==> config.mk <==
export PLATFORM = sky130hd
export DESIGN_NAME = csa_calc_logic_wrap
export DESIGN_NICKNAME = d
export VERILOG_FILES = /design/src/design/csa_pkg.sv /design/src/design/job_fifo.sv /design/src/design/csa_cw_mix_pipe.sv /design/src/design/csa_calc_logic.sv /design/src/design/csa_calc_logic_wrap.sv
export SDC_FILE = /design/constraint.sdc
export NUM_CORES = 2
export LEC_CHECK = 0
export BUFFER_PORTS_ARGS = -buffer_cell sky130_fd_sc_hd__buf_2
export CORE_MARGIN = 2
export CORE_UTILIZATION = 35
export DETAILED_ROUTE_END_ITERATION = 8
export PLACE_DENSITY_LB_ADDON = 0.05
export REMOVE_ABC_BUFFERS = 1
export SLEW_MARGIN = 10
export SYNTH_ARGS = -nofsm -noshare
export SYNTH_HDL_FRONTEND = slang
export SYNTH_SLANG_ARGS = --single-unit
==> constraint.sdc <==
create_clock -name clk -period 7.3 [get_ports clk]
set_input_delay 1.46 -clock clk [delete_from_list [all_inputs] [get_ports clk]]
set_output_delay 1.46 -clock clk [all_outputs]
set_load 0.02 [all_outputs]
==> src/design/csa_pkg.sv <==
`default_nettype none

package csa_pkg;

	// ~~~~~~~~~~~~~~~~~~~~~~~~~~~~~~~~~~~~~~~~~~~~~~~~~~~~~~~~~~~~
	// widths
	// ~~~~~~~~~~~~~~~~~~~~~~~~~~~~~~~~~~~~~~~~~~~~~~~~~~~~~~~~~~~~

	localparam int unsigned WORD_W = 32; // host bus word.
	localparam int unsigned CW48_W = 48; // six cw bytes without the checksums.
	localparam int unsigned CW64_W = 64; // full cw with checksum bytes.

	typedef logic [WORD_W-1:0] word_t;
	typedef logic [CW48_W-1:0] cw48_t;
	typedef logic [CW64_W-1:0] cw64_t;

	// ~~~~~~~~~~~~~~~~~~~~~~~~~~~~~~~~~~~~~~~~~~~~~~~~~~~~~~~~~~~~
	// mixing
	// ~~~~~~~~~~~~~~~~~~~~~~~~~~~~~~~~~~~~~~~~~~~~~~~~~~~~~~~~~~~~

	// added modulo 2**64 in every round.
	localparam cw64_t MIX_ADD = 64'h9e37_79b9_7f4a_7c15;

	// ~~~~~~~~~~~~~~~~~~~~~~~~~~~~~~~~~~~~~~~~~~~~~~~~~~~~~~~~~~~~
	// job and result records
	// ~~~~~~~~~~~~~~~~~~~~~~~~~~~~~~~~~~~~~~~~~~~~~~~~~~~~~~~~~~~~

	// one search job as written by the host.
	typedef struct packed {
		word_t block;       // job id echoed back.
		cw48_t cw_base;     // base of the candidate range.
		word_t times;       // candidate count.
		word_t times_start; // offset of the first candidate.
	} csa_job_t;

	// job fields plus the folded digest.
	typedef struct packed {
		word_t block;
		cw48_t cw_base;
		word_t times;
		word_t times_start;
		cw64_t digest; // xor over all candidate digests.
	} csa_result_t;

endpackage

`default_nettype wire

==> src/design/job_fifo.sv <==
`timescale 1ns/100ps
`default_nettype none

module job_fifo #(
	parameter int unsigned DEPTH = 4,
	parameter type payload_t = logic [31:0]
) (
	input wire logic clk,
	input wire logic rst_n,

	input wire logic wr_valid_i,
	output logic wr_ready_o,
	input wire payload_t wr_data_i,

	output logic rd_valid_o,
	input wire logic rd_ready_i,
	output payload_t rd_data_o
);

	localparam int unsigned PTR_W = (DEPTH > 1) ? $clog2(DEPTH) : 1;
	localparam int unsigned CNT_W = $clog2(DEPTH + 1);

	payload_t mem [DEPTH];

	logic [PTR_W-1:0] rd_ptr_q;
	logic [PTR_W-1:0] wr_ptr_q;
	logic [CNT_W-1:0] count_q;
	logic wr_fire;
	logic rd_fire;

	// wraps at DEPTH, so any depth works.
	function automatic logic [PTR_W-1:0] next_ptr(logic [PTR_W-1:0] ptr);
		if (ptr == PTR_W'(DEPTH - 1)) begin
			return '0;
		end
		return ptr + 1'b1;
	endfunction

	assign wr_ready_o = (count_q != CNT_W'(DEPTH)); // low while full.
	assign rd_valid_o = (count_q != '0);            // low while empty.
	assign rd_data_o = mem[rd_ptr_q];

	assign wr_fire = wr_valid_i & wr_ready_o;
	assign rd_fire = rd_valid_o & rd_ready_i;

	// ~~~~~~~~~~~~~~~~~~~~~~~~~~~~~~~~~~~~~~~~~~~~~~~~~~~~~~~~~~~~
	// pointers and occupancy
	// ~~~~~~~~~~~~~~~~~~~~~~~~~~~~~~~~~~~~~~~~~~~~~~~~~~~~~~~~~~~~

	always_ff @(posedge clk) begin
		if (!rst_n) begin
			rd_ptr_q <= '0;
			wr_ptr_q <= '0;
			count_q <= '0;
		end else begin
			if (wr_fire) begin
				wr_ptr_q <= next_ptr(wr_ptr_q);
			end
			if (rd_fire) begin
				rd_ptr_q <= next_ptr(rd_ptr_q);
			end
			case ({wr_fire, rd_fire})
				2'b10: count_q <= count_q + 1'b1;
				2'b01: count_q <= count_q - 1'b1;
				default: count_q <= count_q; // none, or one in and one out.
			endcase
		end
	end

	// storage.
	always_ff @(posedge clk) begin
		if (wr_fire) begin
			mem[wr_ptr_q] <= wr_data_i;
		end
	end

endmodule

`default_nettype wire

==> src/design/csa_cw_mix_pipe.sv <==
`timescale 1ns/100ps
`default_nettype none

module csa_cw_mix_pipe
	import csa_pkg::*;
#(
	parameter int unsigned MIX_ROUNDS = 8
) (
	input wire logic clk,
	input wire logic rst_n,

	input wire logic cand_valid_i,
	input wire cw48_t cand_i,
	input wire logic last_i,

	output logic dig_valid_o,
	output cw64_t dig_o,
	output logic last_o
);

	// ~~~~~~~~~~~~~~~~~~~~~~~~~~~~~~~~~~~~~~~~~~~~~~~~~~~~~~~~~~~~
	// checksum expansion and one mixing round
	// ~~~~~~~~~~~~~~~~~~~~~~~~~~~~~~~~~~~~~~~~~~~~~~~~~~~~~~~~~~~~

	// cw bytes 0..5 land at 0,1,2,4,5,6; 3 and 7 are the byte sums.
	function automatic cw64_t cw_expand(cw48_t cand);
		logic [7:0] sum_lo;
		logic [7:0] sum_hi;
		sum_lo = cand[7:0] + cand[15:8] + cand[23:16];
		sum_hi = cand[31:24] + cand[39:32] + cand[47:40];
		return {sum_hi, cand[47:24], sum_lo, cand[23:0]};
	endfunction

	function automatic cw64_t mix_round(cw64_t x);
		cw64_t rot;
		cw64_t fold;
		rot = {x[55:0], x[63:56]}; // rotate left by one byte.
		fold = rot ^ (rot >> 3);
		return fold + MIX_ADD;
	endfunction

	cw64_t cw_exp;
	cw64_t stage_q [MIX_ROUNDS];
	logic [MIX_ROUNDS-1:0] valid_q;
	logic [MIX_ROUNDS-1:0] last_q;

	assign cw_exp = cw_expand(cand_i);

	// ~~~~~~~~~~~~~~~~~~~~~~~~~~~~~~~~~~~~~~~~~~~~~~~~~~~~~~~~~~~~
	// round stages
	// ~~~~~~~~~~~~~~~~~~~~~~~~~~~~~~~~~~~~~~~~~~~~~~~~~~~~~~~~~~~~

	// tags travel in lockstep with the data.
	always_ff @(posedge clk) begin
		if (!rst_n) begin
			valid_q <= '0;
			last_q <= '0;
		end else begin
			valid_q[0] <= cand_valid_i;
			last_q[0] <= cand_valid_i & last_i;
			for (int i = 1; i < MIX_ROUNDS; i++) begin
				valid_q[i] <= valid_q[i-1];
				last_q[i] <= last_q[i-1];
			end
		end
	end

	// one round per register, never stalls.
	always_ff @(posedge clk) begin
		stage_q[0] <= mix_round(cw_exp);
		for (int i = 1; i < MIX_ROUNDS; i++) begin
			stage_q[i] <= mix_round(stage_q[i-1]);
		end
	end

	assign dig_valid_o = valid_q[MIX_ROUNDS-1];
	assign dig_o = stage_q[MIX_ROUNDS-1];
	assign last_o = last_q[MIX_ROUNDS-1];

endmodule

`default_nettype wire

==> src/design/csa_calc_logic.sv <==
`timescale 1ns/100ps
`default_nettype none

module csa_calc_logic
	import csa_pkg::*;
#(
	parameter int unsigned MIX_ROUNDS = 8
) (
	input wire logic clk,
	input wire logic rst_n,

	input wire logic job_valid_i,
	output logic job_ready_o,
	input wire csa_job_t job_i,

	output logic res_valid_o,
	input wire logic res_ready_i,
	output csa_result_t res_o
);

	typedef enum logic [1:0] {
		ST_IDLE,  // waiting for a job.
		ST_RUN,   // issuing candidates.
		ST_DRAIN, // waiting for the last digest.
		ST_DONE   // result held until taken.
	} state_t;

	state_t state_q;
	word_t remain_q;
	csa_job_t job_q;
	cw48_t cand_q;
	cw64_t acc_q;

	logic job_fire;
	logic res_fire;
	logic cand_valid;
	logic cand_last;
	logic dig_valid;
	cw64_t dig;
	logic dig_last;

	assign job_ready_o = (state_q == ST_IDLE);
	assign res_valid_o = (state_q == ST_DONE);
	assign job_fire = job_valid_i & job_ready_o;
	assign res_fire = res_valid_o & res_ready_i;

	assign cand_valid = (state_q == ST_RUN);
	assign cand_last = (remain_q == word_t'(1)); // only looked at while running.

	// ~~~~~~~~~~~~~~~~~~~~~~~~~~~~~~~~~~~~~~~~~~~~~~~~~~~~~~~~~~~~
	// sequencer
	// ~~~~~~~~~~~~~~~~~~~~~~~~~~~~~~~~~~~~~~~~~~~~~~~~~~~~~~~~~~~~

	always_ff @(posedge clk) begin
		if (!rst_n) begin
			state_q <= ST_IDLE;
			remain_q <= '0;
		end else begin
			case (state_q)
				ST_IDLE: begin
					if (job_fire) begin
						remain_q <= job_i.times;
						// zero-length job never enters the pipe.
						state_q <= (job_i.times == '0) ? ST_DONE : ST_RUN;
					end
				end
				ST_RUN: begin
					remain_q <= remain_q - 1'b1;
					if (cand_last) begin
						state_q <= ST_DRAIN;
					end
				end
				ST_DRAIN: begin
					if (dig_valid && dig_last) begin
						state_q <= ST_DONE;
					end
				end
				ST_DONE: begin
					if (res_fire) begin
						state_q <= ST_IDLE;
					end
				end
				default: state_q <= ST_IDLE;
			endcase
		end
	end

	// ~~~~~~~~~~~~~~~~~~~~~~~~~~~~~~~~~~~~~~~~~~~~~~~~~~~~~~~~~~~~
	// candidate counter and digest accumulator
	// ~~~~~~~~~~~~~~~~~~~~~~~~~~~~~~~~~~~~~~~~~~~~~~~~~~~~~~~~~~~~

	always_ff @(posedge clk) begin
		if (job_fire) begin
			job_q <= job_i;
			cand_q <= job_i.cw_base + cw48_t'(job_i.times_start); // wraps mod 2**48.
			acc_q <= '0;
		end else begin
			if (cand_valid) begin
				cand_q <= cand_q + 1'b1;
			end
			if (dig_valid) begin
				acc_q <= acc_q ^ dig;
			end
		end
	end

	csa_cw_mix_pipe #(
		.MIX_ROUNDS(MIX_ROUNDS)
	) i_mix_pipe (
		.clk(clk),
		.rst_n(rst_n),
		.cand_valid_i(cand_valid),
		.cand_i(cand_q),
		.last_i(cand_last),
		.dig_valid_o(dig_valid),
		.dig_o(dig),
		.last_o(dig_last)
	);

	// job fields go back unchanged.
	always_comb begin
		res_o.block = job_q.block;
		res_o.cw_base = job_q.cw_base;
		res_o.times = job_q.times;
		res_o.times_start = job_q.times_start;
		res_o.digest = acc_q;
	end

endmodule

`default_nettype wire

==> src/design/csa_calc_logic_wrap.sv <==
`timescale 1ns/100ps
`default_nettype none

module csa_calc_logic_wrap
	import csa_pkg::*;
#(
	parameter int unsigned MIX_ROUNDS = 8,
	parameter int unsigned IN_DEPTH = 4,
	parameter int unsigned OUT_DEPTH = 4
) (
	input wire logic clk,
	input wire logic rst_n,

	input wire logic in_valid_i,
	output logic in_ready_o,
	input wire csa_job_t in_job_i,

	output logic out_valid_o,
	input wire logic out_ready_i,
	output csa_result_t out_result_o
);

	// input queue to engine.
	logic job_valid;
	logic job_ready;
	csa_job_t job;

	// engine to output queue.
	logic res_valid;
	logic res_ready;
	csa_result_t res;

	// ~~~~~~~~~~~~~~~~~~~~~~~~~~~~~~~~~~~~~~~~~~~~~~~~~~~~~~~~~~~~
	// job queue, engine, result queue
	// ~~~~~~~~~~~~~~~~~~~~~~~~~~~~~~~~~~~~~~~~~~~~~~~~~~~~~~~~~~~~

	job_fifo #(
		.DEPTH(IN_DEPTH),
		.payload_t(csa_job_t)
	) i_in_fifo (
		.clk(clk),
		.rst_n(rst_n),
		.wr_valid_i(in_valid_i),
		.wr_ready_o(in_ready_o),
		.wr_data_i(in_job_i),
		.rd_valid_o(job_valid),
		.rd_ready_i(job_ready),
		.rd_data_o(job)
	);

	csa_calc_logic #(
		.MIX_ROUNDS(MIX_ROUNDS)
	) i_calc (
		.clk(clk),
		.rst_n(rst_n),
		.job_valid_i(job_valid),
		.job_ready_o(job_ready),
		.job_i(job),
		.res_valid_o(res_valid),
		.res_ready_i(res_ready),
		.res_o(res)
	);

	job_fifo #(
		.DEPTH(OUT_DEPTH),
		.payload_t(csa_result_t)
	) i_out_fifo (
		.clk(clk),
		.rst_n(rst_n),
		.wr_valid_i(res_valid),
		.wr_ready_o(res_ready),
		.wr_data_i(res),
		.rd_valid_o(out_valid_o),
		.rd_ready_i(out_ready_i),
		.rd_data_o(out_result_o)
	);

endmodule

`default_nettype wire

==> reports/results.ini <==
[floorplanning]
core_area_um2 = 276000
io_pins = 358
die-height_um = 530
die_width_um = 530
start_util_pct = 35.1
die_area_um2 = 281000
rows = 193

[sta]
tightestPinTransition_ns = 1.12
skew_ns = 0.0610
finalMaxSlewViolations = 0
post-route-min-period_ns = 5.68
period_share_pct = 77.8
finalHoldViolCount = 0
relSlewSlack_pct = 24.5
report.final.setup_viol = 0
rsz0062_at_grt = no
fmax_mhz = 176

[place]
dpl.cell_count = 10800
dp_hpwl_um = 170000
port_buffers = 357
gp_congestion = 0.824

[drt]
wl_um = 248000
vias = 56400
wl_per_cell_um = 21.9
ant_nets = 0
drc_errors = 0
drtIter0Drc = 3475
firstDrtPassIters = 5
top_layer = met5
routed_via_density = 4.99
wl_met3_um = 9830
drt-met1-wl_um = 113000
wl_met2_um = 119000

[clocking]
cts_max_level = 5
cts_resized = 0
cts.sinks = 2244
clk_pin_slew_ns = 0.06
cts_buffer_depth = 4
numCtsBuffers = 264
postCtsSetupRepairBufs = 0
clk_latency_ns = 0.88
tritoncts = done
cts-hold-fix-buffers = 0
clock-root-buffer = clkbuf_16

[logic_synthesis]
netlist_area_um2 = 97000
ys.flop_type = edfxtp_1
ys_ff_latch = 2244
synth_edf_count = 1600
seq_area_frac_synth_pct = 62.8
synth_top_family_by_area = XOR/XNOR gates
yosys.area_share.simple_pct = 8.49
yosysUniqueCellTypes = 109
synth_xor_area_share_pct = 10.6
syn_inst = 6957
ys_warn_count = 0
synth-compound-area-share_pct = 6.70
async_flop_share_pct = 0
synth_area_per_cell_um2 = 13.9
synthMuxAreaShare_pct = 8.42
synthAdderAreaFrac_pct = 1.32

[global_route]
grt_max_degree = 124
grt_pass1_vias = 59100
antenna_found_initial = 42
track_usage_pct = 17.5
grt_pass1_wl_um = 376000
gr-total-overflow = 0

[worst_setup_path]
reg2reg_depth = 10
reg2reg_to = i_calc.cand_q[44]$_DFFE_PP_
critPathMaxStageDelay_ns = 0.90
path_class = reg2reg
required_ns = 7.88
cp_slowest_cell = o21ai_1
endpoint_kind = register
path_max_fanout = 32
cp.arrival_ns = 6.26
ff2ff_setup_slack_ns = 1.62
cpMostUsedCell = o21ai_1
start_kind = register
path_cells = buf_4 > mux4_2 > ha_1 > o21ai_0 > a21boi_0 > o21ai_1 > o21ba_2 > o21ai_1 > nand2_1 > o311a_1

[job]
cap_violations = 0

[layout]
drive_above_1_share_pct = 16.8
fill_cells = 25700
syn2layout_area_growth_pct = 15.3
fin_cells = 11300
final_common_cell = edfxtp_1
finalNetCount = 7641
final_cell_mix = edfxtp_1 (1,600), xnor2_1 (669), dfxtp_1 (639)

[hold_path]
hp-start = i_calc.i_mix_pipe.valid_q[0]$_SDFF_PN0_
hp-class = reg2reg
hold_depth = 1
whs_endpoint = i_calc.i_mix_pipe.valid_q[1]$_SDFF_PN0_

[outcome]
status = complete, no violations

## state kept, by name (all words and copies together) (netlist names), 3 cells and up, named ones only
name	count
i_calc.cand_q	48
i_calc.acc_q	64
i_calc.i_mix_pipe.valid_q	8
i_out_fifo.mem	832
i_calc.remain_q	32
i_calc.res_o	144
i_out_fifo.count_q	3
i_calc.i_mix_pipe.last_q	8
i_in_fifo.mem	576
i_in_fifo.count_q	3
i_calc.i_mix_pipe.stage_q	512
## worst max-delay path: cells and delay by family (launching register included)
family | cells | cell delay [ns]
buf+inv | 1 | 0.64
flops | 1 | 0.79
compound gates | 6 | 2.71
fa+ha+maj | 1 | 0.37
simple gates | 1 | 0.11
mux | 1 | 0.62
## cell usage after synthesis (64+ instances only)
master	instances	share of area, %
a21oi_1	276	1.4
and2_1	68	0.44
and3_1	68	0.44
clkbuf_1	134	0.52
dfxtp_1	644	13
edfxtp_1	1600	50
ha_1	72	0.93
inv_1	141	0.55
mux4_2	351	8.2
nand2_1	466	1.8
nand2b_1	64	0.41
nand3_1	127	0.66
nor2_1	461	1.8
nor3_1	122	0.63
o21ai_0	245	1.3
xnor2_1	669	6.0
xor2_1	466	4.2
## per-stage QoR
step                hold WS, ns  util (%)  area (µm²)  setup WS (ns)  TNS [ns]
detailed placement        0.418      37.4      103000           1.45         0
finish                    0.419      40.5      112000           1.62         0
floorplan                 0.412         -       96000          -3.61   -991.36
global placement          0.420      37.4      103000           1.59         0
CTS                       0.425      40.5      112000           1.40         0
global route              0.451      40.5      112000           1.06         0
## layer usage
layer  GRT usage, %  vias to the layer above
li1               -                    26700
met2           29.3                      968
met4           4.61                       36
met5              0                        -
met3           2.68                      398
met1           23.5                    28300
## cells by family (layout without fill, tap and decap cells)
family / count (synthesis) / in the layout
mux: 376 / 376
flops: 2244 / 2244
buf+inv: 387 / 1036
compound gates: 1003 / 1003
xor+xnor: 1153 / 1153
other cells: 0 / 9
simple gates: 1703 / 1703
fa+ha+maj: 91 / 91
## final cells by class
cell class | instances | area (µm²) | area share (%)
Antenna cell | 9 | 22.5 | 0.0201
Clock buffer | 351 | 7270 | 6.50
Clock inverter | 119 | 1320 | 1.18
Inverter | 144 | 548 | 0.490
Multi-Input combinational cell | 4326 | 34500 | 30.9
Sequential cell | 2244 | 61000 | 54.5
Tap cell | 3705 | 4640 | 4.15
Timing Repair Buffer | 422 | 2540 | 2.27
## worst max-delay path by stage
stage	from	to	slack [ns]	depth (start not counted)
after floorplan	register	out_result_o[0]	-3.61	1
after global placement	register	i_calc.cand_q[44]$_DFFE_PP_	1.59	10
after detailed placement	register	i_calc.cand_q[44]$_DFFE_PP_	1.45	10
after CTS	register	i_calc.cand_q[44]$_DFFE_PP_	1.40	10
after global routing	register	i_calc.cand_q[44]$_DFFE_PP_	1.06	10
final	register	i_calc.cand_q[44]$_DFFE_PP_	1.62	10
Power is not shown: default switching activity piles up to over one toggle a cycle in this logic, so the estimate is an artifact.
